[src/include/adc_ctrl_params.svh]
// Window is two words; only offset bit 2 is decoded. Bit numbers are big-endian with bit 0 the MSB.
`ifndef ADC_CTRL_PARAMS_SVH
`define ADC_CTRL_PARAMS_SVH

// OPB byte address window.
`define ADC_BASEADDR      32'h0001_0000
`define ADC_HIGHADDR      32'h0001_0007
`define ADC_REG_SEL_BIT   2

// Register byte offsets inside the window.
`define ADC_REG_3WIRE_OFF 32'h0000_0000
`define ADC_REG_CTRL_OFF  32'h0000_0004

`define ADC_CS_COUNT      4
`define ADC_DELAY_LANES   16
`define ADC_TAP_WIDTH     5
`define ADC_SERDES_LANES  4

// First bit of each field.
`define ADC_3W_CLK_BIT    0
`define ADC_3W_DATA_BIT   1
`define ADC_3W_CS_BIT     2
`define ADC_CTRL_DLY_BIT  0
`define ADC_CTRL_TAP_BIT  16
`define ADC_CTRL_SLIP_BIT 21
`define ADC_CTRL_LOAD_BIT 25
`define ADC_CTRL_RST_BIT  29

`endif

[src/logic/adc_ctrl_pkg.sv]
// Both enums are one bit wide; a third register or bus state needs wider types.
`default_nettype none

package adc_ctrl_pkg;

  // Register picked by offset bit 2 of the byte address.
  typedef enum logic {
    REG_3WIRE = 1'b0, // Offset 0.
    REG_CTRL  = 1'b1  // Offset 4.
  } reg_sel_e;

  // Slave bus state.
  // ST_ACK lasts one cycle and is always followed by ST_IDLE,
  // so a master that holds select is acknowledged every second cycle.
  typedef enum logic {
    ST_IDLE = 1'b0,
    ST_ACK  = 1'b1
  } opb_state_e;

endpackage

`default_nettype wire

[src/logic/adc_ctrl_regs.sv]
// Both registers are fully readable; bits outside the defined fields are stored but drive no pin.
`timescale 1ns/10ps
`default_nettype none

`include "adc_ctrl_params.svh"

module adc_ctrl_regs
  import adc_ctrl_pkg::*;
(
  input  wire                            OPB_Clk,
  input  wire                            rst_n,
  input  wire                            wr_en,
  input  wire reg_sel_e                  wr_sel,
  input  wire  [0:3]                     wr_be,
  input  wire  [0:31]                    wr_data,
  output logic [0:31]                    rd_3wire,
  output logic [0:31]                    rd_ctrl,
  output logic                           adc3wire_clk,
  output logic                           adc3wire_data,
  output logic [0:`ADC_CS_COUNT-1]       adc3wire_cs,
  output logic                           adc_reset,
  output logic [0:`ADC_TAP_WIDTH-1]      delay_tap,
  output logic [0:`ADC_DELAY_LANES-1]    delay_rst_lvl,
  output logic [0:`ADC_SERDES_LANES-1]   bitslip_lvl,
  output logic [0:`ADC_SERDES_LANES-1]   load_phase_lvl
);

  logic [0:31] reg_3wire_q;
  logic [0:31] reg_ctrl_q;

  // Byte lane n covers bits 8n to 8n+7.
  function automatic logic [0:31] merge_lanes(input logic [0:31] old_word,
                                              input logic [0:31] new_word,
                                              input logic [0:3]  be);
    logic [0:31] word;
    word = old_word;
    for (int lane = 0; lane < 4; lane++) begin
      if (be[lane]) begin
        word[lane*8 +: 8] = new_word[lane*8 +: 8];
      end
    end
    return word;
  endfunction

  always_ff @(posedge OPB_Clk) begin
    if (!rst_n) begin
      reg_3wire_q <= '0;
      reg_ctrl_q  <= '0;
    end else if (wr_en) begin
      if (wr_sel == REG_CTRL) begin
        reg_ctrl_q <= merge_lanes(reg_ctrl_q, wr_data, wr_be);
      end else begin
        reg_3wire_q <= merge_lanes(reg_3wire_q, wr_data, wr_be);
      end
    end
  end

  assign rd_3wire = reg_3wire_q;
  assign rd_ctrl  = reg_ctrl_q;

  // Serial port pins, toggled by software.
  assign adc3wire_clk  = reg_3wire_q[`ADC_3W_CLK_BIT];
  assign adc3wire_data = reg_3wire_q[`ADC_3W_DATA_BIT];
  assign adc3wire_cs   = reg_3wire_q[`ADC_3W_CS_BIT +: `ADC_CS_COUNT]; // Active low at the ADC.

  assign delay_rst_lvl  = reg_ctrl_q[`ADC_CTRL_DLY_BIT +: `ADC_DELAY_LANES];
  assign delay_tap      = reg_ctrl_q[`ADC_CTRL_TAP_BIT +: `ADC_TAP_WIDTH];
  assign bitslip_lvl    = reg_ctrl_q[`ADC_CTRL_SLIP_BIT +: `ADC_SERDES_LANES];
  assign load_phase_lvl = reg_ctrl_q[`ADC_CTRL_LOAD_BIT +: `ADC_SERDES_LANES];
  assign adc_reset      = reg_ctrl_q[`ADC_CTRL_RST_BIT];

endmodule

`default_nettype wire

[src/logic/adc_ctrl_top.sv]
// OPB ADC control peripheral; strobes are one OPB_Clk cycle wide and need a same-clock receiver.
`timescale 1ns/10ps
`default_nettype none

`include "adc_ctrl_params.svh"

module adc_ctrl_top
  import adc_ctrl_pkg::*;
(
  input  wire                            OPB_Clk,
  input  wire                            rst_n,
  input  wire  [0:31]                    opb_abus,
  input  wire  [0:3]                     opb_be,
  input  wire  [0:31]                    opb_dbus,
  input  wire                            opb_rnw,
  input  wire                            opb_select,
  output logic [0:31]                    sl_dbus,
  output logic                           sl_xferack,
  output logic                           adc3wire_clk,
  output logic                           adc3wire_data,
  output logic [0:`ADC_CS_COUNT-1]       adc3wire_cs,
  output logic                           adc_reset,
  output logic [0:`ADC_TAP_WIDTH-1]      delay_tap,
  output logic [0:`ADC_DELAY_LANES-1]    delay_rst,
  output logic [0:`ADC_SERDES_LANES-1]   iserdes_bitslip,
  output logic [0:`ADC_SERDES_LANES-1]   load_phase_set
);

  logic                         wr_en;
  reg_sel_e                     wr_sel;
  logic [0:3]                   wr_be;
  logic [0:31]                  wr_data;
  logic [0:31]                  rd_3wire;
  logic [0:31]                  rd_ctrl;
  logic [0:`ADC_DELAY_LANES-1]  delay_rst_lvl;
  logic [0:`ADC_SERDES_LANES-1] bitslip_lvl;
  logic [0:`ADC_SERDES_LANES-1] load_phase_lvl;

  opb_reg_slave u_slave (
    .OPB_Clk    (OPB_Clk),
    .rst_n      (rst_n),
    .opb_abus   (opb_abus),
    .opb_be     (opb_be),
    .opb_dbus   (opb_dbus),
    .opb_rnw    (opb_rnw),
    .opb_select (opb_select),
    .rd_3wire   (rd_3wire),
    .rd_ctrl    (rd_ctrl),
    .sl_dbus    (sl_dbus),
    .sl_xferack (sl_xferack),
    .wr_en      (wr_en),
    .wr_sel     (wr_sel),
    .wr_be      (wr_be),
    .wr_data    (wr_data)
  );

  adc_ctrl_regs u_regs (
    .OPB_Clk        (OPB_Clk),
    .rst_n          (rst_n),
    .wr_en          (wr_en),
    .wr_sel         (wr_sel),
    .wr_be          (wr_be),
    .wr_data        (wr_data),
    .rd_3wire       (rd_3wire),
    .rd_ctrl        (rd_ctrl),
    .adc3wire_clk   (adc3wire_clk),
    .adc3wire_data  (adc3wire_data),
    .adc3wire_cs    (adc3wire_cs),
    .adc_reset      (adc_reset),
    .delay_tap      (delay_tap),
    .delay_rst_lvl  (delay_rst_lvl),
    .bitslip_lvl    (bitslip_lvl),
    .load_phase_lvl (load_phase_lvl)
  );

  // Level bits from the control register become single-cycle strobes here.
  delay_strobe_gen u_strobe (
    .OPB_Clk         (OPB_Clk),
    .rst_n           (rst_n),
    .delay_rst_lvl   (delay_rst_lvl),
    .bitslip_lvl     (bitslip_lvl),
    .load_phase_lvl  (load_phase_lvl),
    .delay_rst       (delay_rst),
    .iserdes_bitslip (iserdes_bitslip),
    .load_phase_set  (load_phase_set)
  );

endmodule

`default_nettype wire

[src/logic/delay_strobe_gen.sv]
// Pulses follow a rising level by one cycle; a bit must be cleared and set again to re-fire.
`timescale 1ns/10ps
`default_nettype none

`include "adc_ctrl_params.svh"

module delay_strobe_gen (
  input  wire                            OPB_Clk,
  input  wire                            rst_n,
  input  wire  [0:`ADC_DELAY_LANES-1]    delay_rst_lvl,
  input  wire  [0:`ADC_SERDES_LANES-1]   bitslip_lvl,
  input  wire  [0:`ADC_SERDES_LANES-1]   load_phase_lvl,
  output logic [0:`ADC_DELAY_LANES-1]    delay_rst,
  output logic [0:`ADC_SERDES_LANES-1]   iserdes_bitslip,
  output logic [0:`ADC_SERDES_LANES-1]   load_phase_set
);

  localparam int lvl_count = `ADC_DELAY_LANES + 2 * `ADC_SERDES_LANES;

  logic [0:lvl_count-1] lvl_all;
  logic [0:lvl_count-1] prev_q;
  logic [0:lvl_count-1] pulse_q;

  // All levels handled as one vector.
  assign lvl_all = {delay_rst_lvl, bitslip_lvl, load_phase_lvl};

  always_ff @(posedge OPB_Clk) begin
    if (!rst_n) begin
      prev_q  <= '0;
      pulse_q <= '0;
    end else begin
      pulse_q <= lvl_all & ~prev_q; // Rising edge only.
      prev_q  <= lvl_all;
    end
  end

  assign delay_rst       = pulse_q[0 +: `ADC_DELAY_LANES];
  assign iserdes_bitslip = pulse_q[`ADC_DELAY_LANES +: `ADC_SERDES_LANES];
  assign load_phase_set  = pulse_q[`ADC_DELAY_LANES + `ADC_SERDES_LANES +: `ADC_SERDES_LANES];

endmodule

`default_nettype wire

[src/logic/opb_reg_slave.sv]
// Single-beat OPB slave; no bursts, and addresses outside the window are never acknowledged.
`timescale 1ns/10ps
`default_nettype none

`include "adc_ctrl_params.svh"

module opb_reg_slave
  import adc_ctrl_pkg::*;
(
  input  wire         OPB_Clk,
  input  wire         rst_n,
  input  wire  [0:31] opb_abus,
  input  wire  [0:3]  opb_be,
  input  wire  [0:31] opb_dbus,
  input  wire         opb_rnw,
  input  wire         opb_select,
  input  wire  [0:31] rd_3wire,
  input  wire  [0:31] rd_ctrl,
  output logic [0:31] sl_dbus,
  output logic        sl_xferack,
  output logic        wr_en,
  output reg_sel_e    wr_sel,
  output logic [0:3]  wr_be,
  output logic [0:31] wr_data
);

  opb_state_e  state_q;
  opb_state_e  state_d;
  logic [31:0] addr_off;
  logic        addr_hit;
  logic        req_take;
  reg_sel_e    req_sel;
  logic [0:31] rd_data_q;

  // Full byte address compare against the window.
  assign addr_hit = (opb_abus >= `ADC_BASEADDR) && (opb_abus <= `ADC_HIGHADDR);
  assign addr_off = opb_abus - `ADC_BASEADDR;
  assign req_sel  = reg_sel_e'(addr_off[`ADC_REG_SEL_BIT]);

  // A request is taken only from idle.
  assign req_take = (state_q == ST_IDLE) && opb_select && addr_hit;

  always_comb begin
    state_d = state_q;
    case (state_q)
      ST_IDLE: begin
        if (req_take) begin
          state_d = ST_ACK;
        end
      end
      ST_ACK: begin
        state_d = ST_IDLE; // Forced idle cycle.
      end
      default: begin
        state_d = ST_IDLE;
      end
    endcase
  end

  always_ff @(posedge OPB_Clk) begin
    if (!rst_n) begin
      state_q <= ST_IDLE;
    end else begin
      state_q <= state_d;
    end
  end

  assign sl_xferack = (state_q == ST_ACK);

  // Write strobe lands on the edge that raises the acknowledge.
  assign wr_en   = req_take && !opb_rnw;
  assign wr_sel  = req_sel;
  assign wr_be   = opb_be;
  assign wr_data = opb_dbus;

  // Read value captured on the accepting edge.
  always_ff @(posedge OPB_Clk) begin
    if (req_take && opb_rnw) begin
      rd_data_q <= (req_sel == REG_CTRL) ? rd_ctrl : rd_3wire;
    end
  end

  // Bus is driven only during the acknowledge so other slaves can share it.
  assign sl_dbus = sl_xferack ? rd_data_q : 32'h0000_0000;

endmodule

`default_nettype wire

[config.mk]
export PLATFORM = sky130hd
export DESIGN_NAME = adc_ctrl_top
export DESIGN_NICKNAME = d
export VERILOG_FILES = /design/src/logic/adc_ctrl_pkg.sv /design/src/logic/adc_ctrl_regs.sv /design/src/logic/adc_ctrl_top.sv /design/src/logic/delay_strobe_gen.sv /design/src/logic/opb_reg_slave.sv
export VERILOG_INCLUDE_DIRS = /design/src /design/src/include
export SDC_FILE = /design/constraint.sdc
export NUM_CORES = 1
export LEC_CHECK = 0
export BUFFER_PORTS_ARGS = -buffer_cell sky130_fd_sc_hd__buf_2
export CORE_UTILIZATION = 35
export CTS_CLUSTER_SIZE = 16
export DETAILED_ROUTE_END_ITERATION = 16
export GPL_TIMING_DRIVEN = 0
export PLACE_DENSITY = 0.53
export SLEW_MARGIN = 20
export SYNTH_ARGS = -nofsm -noshare
export SYNTH_HDL_FRONTEND = slang
export SYNTH_HIERARCHICAL = 1
export SYNTH_SLANG_ARGS = --single-unit
[constraint.sdc]
create_clock -name OPB_Clk -period 4.6 [get_ports OPB_Clk]
set_input_delay 0.46 -clock OPB_Clk [delete_from_list [all_inputs] [get_ports OPB_Clk]]
set_output_delay 0.46 -clock OPB_Clk [all_outputs]
set_load 0.005 [all_outputs]
## Word level (Yosys, flattened, before mapping)

Index checks and enable logic that the tools add are counted.

| storage, ports and cells | value |
|---|---|
| register bits | 145 |
| latch bits | 0 |
| RAM bits | 0 |
| memory bits (read-only) | 0 |
| input port bits | 72 |
| output and inout port bits | 69 |
| logic and storage cells | 37 |
| memories | 0 |

| cells by class | value |
|---|---|
| add/subtract/negate cells | 1 |
| $mul | 0 |
| div/mod/pow operators | 0 |
| order comparisons | 2 |
| eq/ne operators | 0 |
| shift-type cells | 0 |
| mux-type cells | 4 |
| bitwise gates (word level) | 4 |
| reduce and logical (&&, ||, !) cells | 14 |

Operators with widths:

| operator | count |
|---|---|
| 2-to-1 mux 32 bit | 2 |
| >= comparator 32 x 17 -> 1 bit (second input constant) | 1 |
| <= comparator 32 x 17 -> 1 bit (second input constant) | 1 |
| bitwise AND 24 bit | 1 |
| inverter 24 bit | 1 |
| AND reduction 3 bit | 8 |
| logical AND 1 bit | 5 |
| subtractor 3 x 1 -> 3 bit (second input constant) | 1 |
| inverter 1 bit | 2 |
| one-hot mux 1 bit (2 select lines) | 1 |
| zero test 1 bit | 1 |
| 2-to-1 mux 1 bit | 1 |

## Longest topological paths before layout

| logic depth | value |
|---|---|
| depth in word-level cells | 5 |
| gate-level depth with buffers | 7 |
| mapped depth without buffers | 5 |

## By module

The synthesis kept the hierarchy.

Modules (own cells, without submodules):

| module | instances | cells each | area an instance (um2) | sequential area each (um2) |
|---|---|---|---|---|
| adc_ctrl_regs | 1 | 286 | 2765.2 | 1281.2 |
| opb_reg_slave | 1 | 156 | 1949.4 | 980.9 |
| delay_strobe_gen | 1 | 101 | 1365.1 | 960.9 |

## Least setup slack after synthesis

No wires, ideal clock.

| timing path | value |
|---|---|
| path type | in2reg |
| from | input opb_abus[17] (netlist bit) |
| to | register u_slave/rd_data_q[0] (netlist bit) (enable) |
| setup time | 0.461 ns |
| data arrival time | 3.172 ns |
| required time | 4.139 ns |
| slack | 0.967 ns |
| stages on the path | 3 |
| path buffers | 0 |
| cell sequence | nor4b_1 nand4_1 nor3_1 |

| between the ends | value |
|---|---|
| cells in the longest elaborated chain, start to end | 4 |
| elaborated cells on any way between the ends | 5 |
| those cells by class | order compare (2); reduce/logical (3) |

RTL lines:

| element | line | source |
|---|---|---|
| start, declared | adc_ctrl_top.sv:12 | `input wire [0:31] opb_abus,` |
| >= comparator 32 x 17 -> 1 bit (no line) / <= comparator 32 x 17 -> 1 bit (equally long branches) | -- |  |
| logical AND 1 bit * | opb_reg_slave.sv:36 | `` assign addr_hit = (opb_abus >= `ADC_BASEADDR) && (opb_abus <= `ADC_HIGHADDR); `` |
| logical AND 1 bit * | opb_reg_slave.sv:41 | `assign req_take = (state_q == ST_IDLE) && opb_select && addr_hit;` |
| logical AND 1 bit * | opb_reg_slave.sv:78 | `if (req_take && opb_rnw) begin` |
| end signal, assigned | opb_reg_slave.sv:79 | `rd_data_q <= (req_sel == REG_CTRL) ? rd_ctrl : rd_3wire;` |
| end, declared | opb_reg_slave.sv:33 | `logic [0:31] rd_data_q;` |

Every way passes the cells marked *; elsewhere a longest branch is shown, timed or not.
A chain may end at the register's enable or synchronous reset.

## Worst setup path after layout

| timing path | value |
|---|---|
| from | register u_slave.state_q (netlist: u_slave/sl_xferack) |
| to | register u_slave/rd_data_q[15] (netlist bit) (enable) |

| between the ends | value |
|---|---|
| cells in the longest elaborated chain, start to end | 4 |

RTL lines:

| element | line | source |
|---|---|---|
| start, declared | opb_reg_slave.sv:27 | `opb_state_e state_q;` |
| start signal, assigned | opb_reg_slave.sv:64 | `state_q <= state_d;` |
| inverter 1 bit | opb_reg_slave.sv:41 |  |
| logical AND 1 bit (2 in series) | opb_reg_slave.sv:41 |  |
| logical AND 1 bit | opb_reg_slave.sv:78 |  |

No other way between the ends.

==> Implementation_results.wiki <==
{| class="wikitable"
! Metric !! Value
|-
| Number of endpoints with negative hold slack in the final report || 0
|-
| Critical Path AT || about 2.6 ns
|-
| Worst VDD drop || 252 µV
|-
| CTS Hold Bufs || 0
|-
| Worst Skew || 0.00863 ns
|-
| Max clock buf depth || 2
|-
| Number of standard cells after synthesis || 543
|-
| Port-buffer cells || 101
|-
| Placer congestion estimate || 0.697
|-
| WP buf/inv || 2
|-
| Number of failing setup endpoints in the final timing report || 0
|-
| Maximum clock frequency || 412 MHz
|-
| Total CTS buffers || 17
|-
| Pin count of the biggest net entering global routing || 17
|-
| Critical path class || reg2reg
|-
| Wire length of the first global-routing pass || 22,000 µm
|-
| Fraction of the yosys area taken by sequential cells || 0.530
|-
| Root Driver || sky130_fd_sc_hd__clkbuf_16
|-
| X dimension of the die || between 100 and 150 µm
|-
| Worst reg2reg path depth || 5
|-
| Startpoint of the worst setup timing path || u_slave/sl_xferack
|-
| Floorplan die area || 0.0179 mm²
|-
| Share of post-route cells with drive strength above 1 || 0.400
|-
| Post-route cell area || between 0.007 and 0.008 mm²
|-
| Drt drc || 0
|-
| Post-CTS clock slew at the launch and capture registers of the worst setup and hold paths || 0.06 ns
|-
| Internal reg-to-reg setup slack || 2.17 ns
|-
| Static leakage power || between 3 and 4 nW
|-
| Count of standard-cell rows || 47
|-
| Power per Cell Area || 379 mW/mm²
|-
| Per-cell via count in the routed design || 4.41
|-
| Placeable core region || 0.0168 mm²
|-
| Slowest stage delay, CP || 0.71 ns
|-
| Net count, final || 739
|-
| Die Span Y || 134 µm
|-
| Slowest stage cell on the critical path || sky130_fd_sc_hd__nor3_2
|-
| Capturing instance or port of the critical path || u_slave/rd_data_q[15]
|-
| Global router's overall resource usage || 0.168
|-
| Relative max-transition margin || 0.455
|-
| Number of diodes || 0
|-
| Number of global-route vias before repair || 4,134
|-
| Endpoint of the worst register-to-register path || u_slave/rd_data_q[15]
|-
| Origin of the worst min-delay path || opb_dbus[5]
|-
| Final Total Pwr || around 0.0029 W
|-
| Antenna violations before repair || 0
|-
| Area Growth Syn to Fin || 23.8%
|-
| Final routed wire length divided by cell count || 16.3 µm
|-
| Insertion delay of the later-clocked pin in the worst-skew pair || 0.42 ns
|-
| Syn Std Cell Area || 0.00608 mm²
|-
| H-tree levels || 4
|-
| Critical Path RT || 4.73 ns
|-
| Cell-by-cell listing of the critical path || nor4b_2 > nand4_1 > nor3_2 > buf_4 > buf_6
|-
| Number of design-rule violations left by the first detailed-router iteration || 149
|-
| I/O pin count || around 140
|-
| Number of iterations in the first detailed-routing pass || 4
|-
| Synthesis warning total || 6
|-
| Count of fill cells added during filler insertion || 1,627
|-
| Number of vias after detailed routing || slightly below 4,000
|-
| Max Fanout on Critical Path || 8
|-
| Antenna Violating Nets Remaining || 0
|-
| Routed Wire Length || 14,700 µm
|-
| Placed cell area || 0.00690 mm²
|-
| Count of max-cap constraint violations || 0
|-
| Worst Tran Pin Value || 0.813 ns
|-
| Setup repair after global routing missed its margin || false
|-
| Post-CTS Setup Bufs || 0
|-
| Worst R2R Start || u_slave/sl_xferack
|-
| CTS tree || built
|-
| CTS-repair resized insts || 0
|-
| Post-route clock period utilization || 0.528
|-
| Distinct cell type count of the synthesized netlist || 21
|-
| Sort of element at the start of the critical path || register
|-
| Register bit count reported by yosys || 145
|-
| Total stage count of the critical path || 5
|-
| Post-layout minimum cycle time || ~2.4 ns
|-
| Net count of the mapped netlist || 615
|-
| Mean area per synthesized cell || 11.2 µm²
|-
| Number of sinks driven by the clock tree || 145
|-
| Total congestion overflow after global routing || 0
|-
| Number of max-slew violations in the final report || 0
|-
| Type of the tightest min-delay check || in2reg
|-
| HPWL reported at the end of detailed placement || 10,300 µm
|-
| Gate family responsible for the most delay along the worst path || simple AND/OR/NAND/NOR gates
|-
| Run status || finished clean
|-
| Crit path capture type || register
|-
| Starting density of the core || 0.363
|}
worst register-to-register path: stages (launching register included):
cell and delay [ns]:
sky130_fd_sc_hd__dfxtp_1 0.42, sky130_fd_sc_hd__nor4b_2 0.32, sky130_fd_sc_hd__nand4_1 0.20, sky130_fd_sc_hd__nor3_2 0.71, sky130_fd_sc_hd__buf_4 0.32, sky130_fd_sc_hd__buf_6 0.17
final cells by class:
class                      instances  area [µm²]  share of cell area
buffer                           103         771               0.102
clock buffer                      22         464              0.0617
clock inverter                    10         159              0.0211
inverter                           2        7.51            0.000998
multi-input combinational        293        2080               0.277
sequential                       145        3220               0.428
tap                              220         275              0.0366
timing repair buffer             105         543              0.0722
placed cells by master, fill, tap and decap left out, drive strengths merged:
cell type,instances
dfxtp,113
mux2i,64
nor4,5
clkinv,4
and2,56
inv,2
clkbuf,25
and3b,26
nor3,4
and3,1
bufinv,4
nand3,3
mux2,32
buf,205
nor4b,2
edfxtp,32
clkinvlp,2
nand3b,2
nand4,2
nand2,96
worst min path at each step:
stage                     endpoint  slack, ns  cells after the start
2_1_floorplan  u_regs/rd_3wire[10]       0.43                      2
4_1_cts          u_regs/rd_ctrl[5]       0.30                      3
5_1_grt          u_regs/rd_ctrl[5]       0.31                      3
6_report         u_regs/rd_ctrl[5]       0.32                      3
3_5_place_dp    u_regs/rd_3wire[9]       0.45                      2
3_3_place_gp   u_regs/rd_3wire[26]       0.44                      2
cell usage after synthesis, drive strengths merged:
cell type / n / area [µm²]
and2: 56 / 350
and3: 1 / 6.26
and3b: 26 / 228
buf: 100 / 756
clkbuf: 3 / 15.0
dfxtp: 113 / 2260
edfxtp: 32 / 961
inv: 2 / 7.51
mux2: 32 / 360
mux2i: 64 / 641
nand2: 96 / 360
nand3: 3 / 30.0
nand3b: 2 / 15.0
nand4: 2 / 12.5
nor3: 4 / 20.0
nor4: 5 / 31.3
nor4b: 2 / 23.8
where the power goes:
| part | switching, W | total [W] | internal, W |
|---|---|---|---|
| clock network | 0.000520 | 0.00145 | 0.000935 |
| logic | 0.0000579 | 0.000107 | 0.0000487 |
| registers | 0.000000000000204 | 0.00129 | 0.00129 |
through the flow:
step | setup TNS, ns | util | hold slack, ns | std cells | setup slack (ns)
final | 0 | 0.449 | 0.323 | 900 | 2.17
after global routing | 0 | 0.449 | 0.314 | 900 | 1.99
after CTS | 0 | 0.449 | 0.305 | 900 | 2.11
after detailed placement | 0 | 0.412 | 0.448 | 868 | 1.97
after global placement | -39.61 | 0.409 | 0.441 | 864 | -1.24
after floorplan | 0 | - | 0.432 | 543 | 0.967
sequential cells by signal (all words and copies together) (netlist names):
name / cells
u_regs/rd_3wire: 32
u_regs/rd_ctrl: 32
u_slave/rd_data_q: 32
u_slave/sl_xferack: 1
u_strobe/prev_q: 24
u_strobe/pulse_q: 24
kinds of logic after synthesis:
| group | count (synthesis) | share of synthesized area |
|---|---|---|
| mux | 96 | 0.165 |
| flops | 145 | 0.530 |
| buf+inv | 105 | 0.128 |
| simple gates | 197 | 0.177 |
per-layer routing:
metal  vias up  GRT usage  routed length (µm)
met5         -          0                   0
met4         0     0.0568                 119
met3        10     0.0420                 579
met2        93      0.293                7380
met1      1883      0.202                6620
li1       1981          -                   -
(Power assumes the default switching activity.)
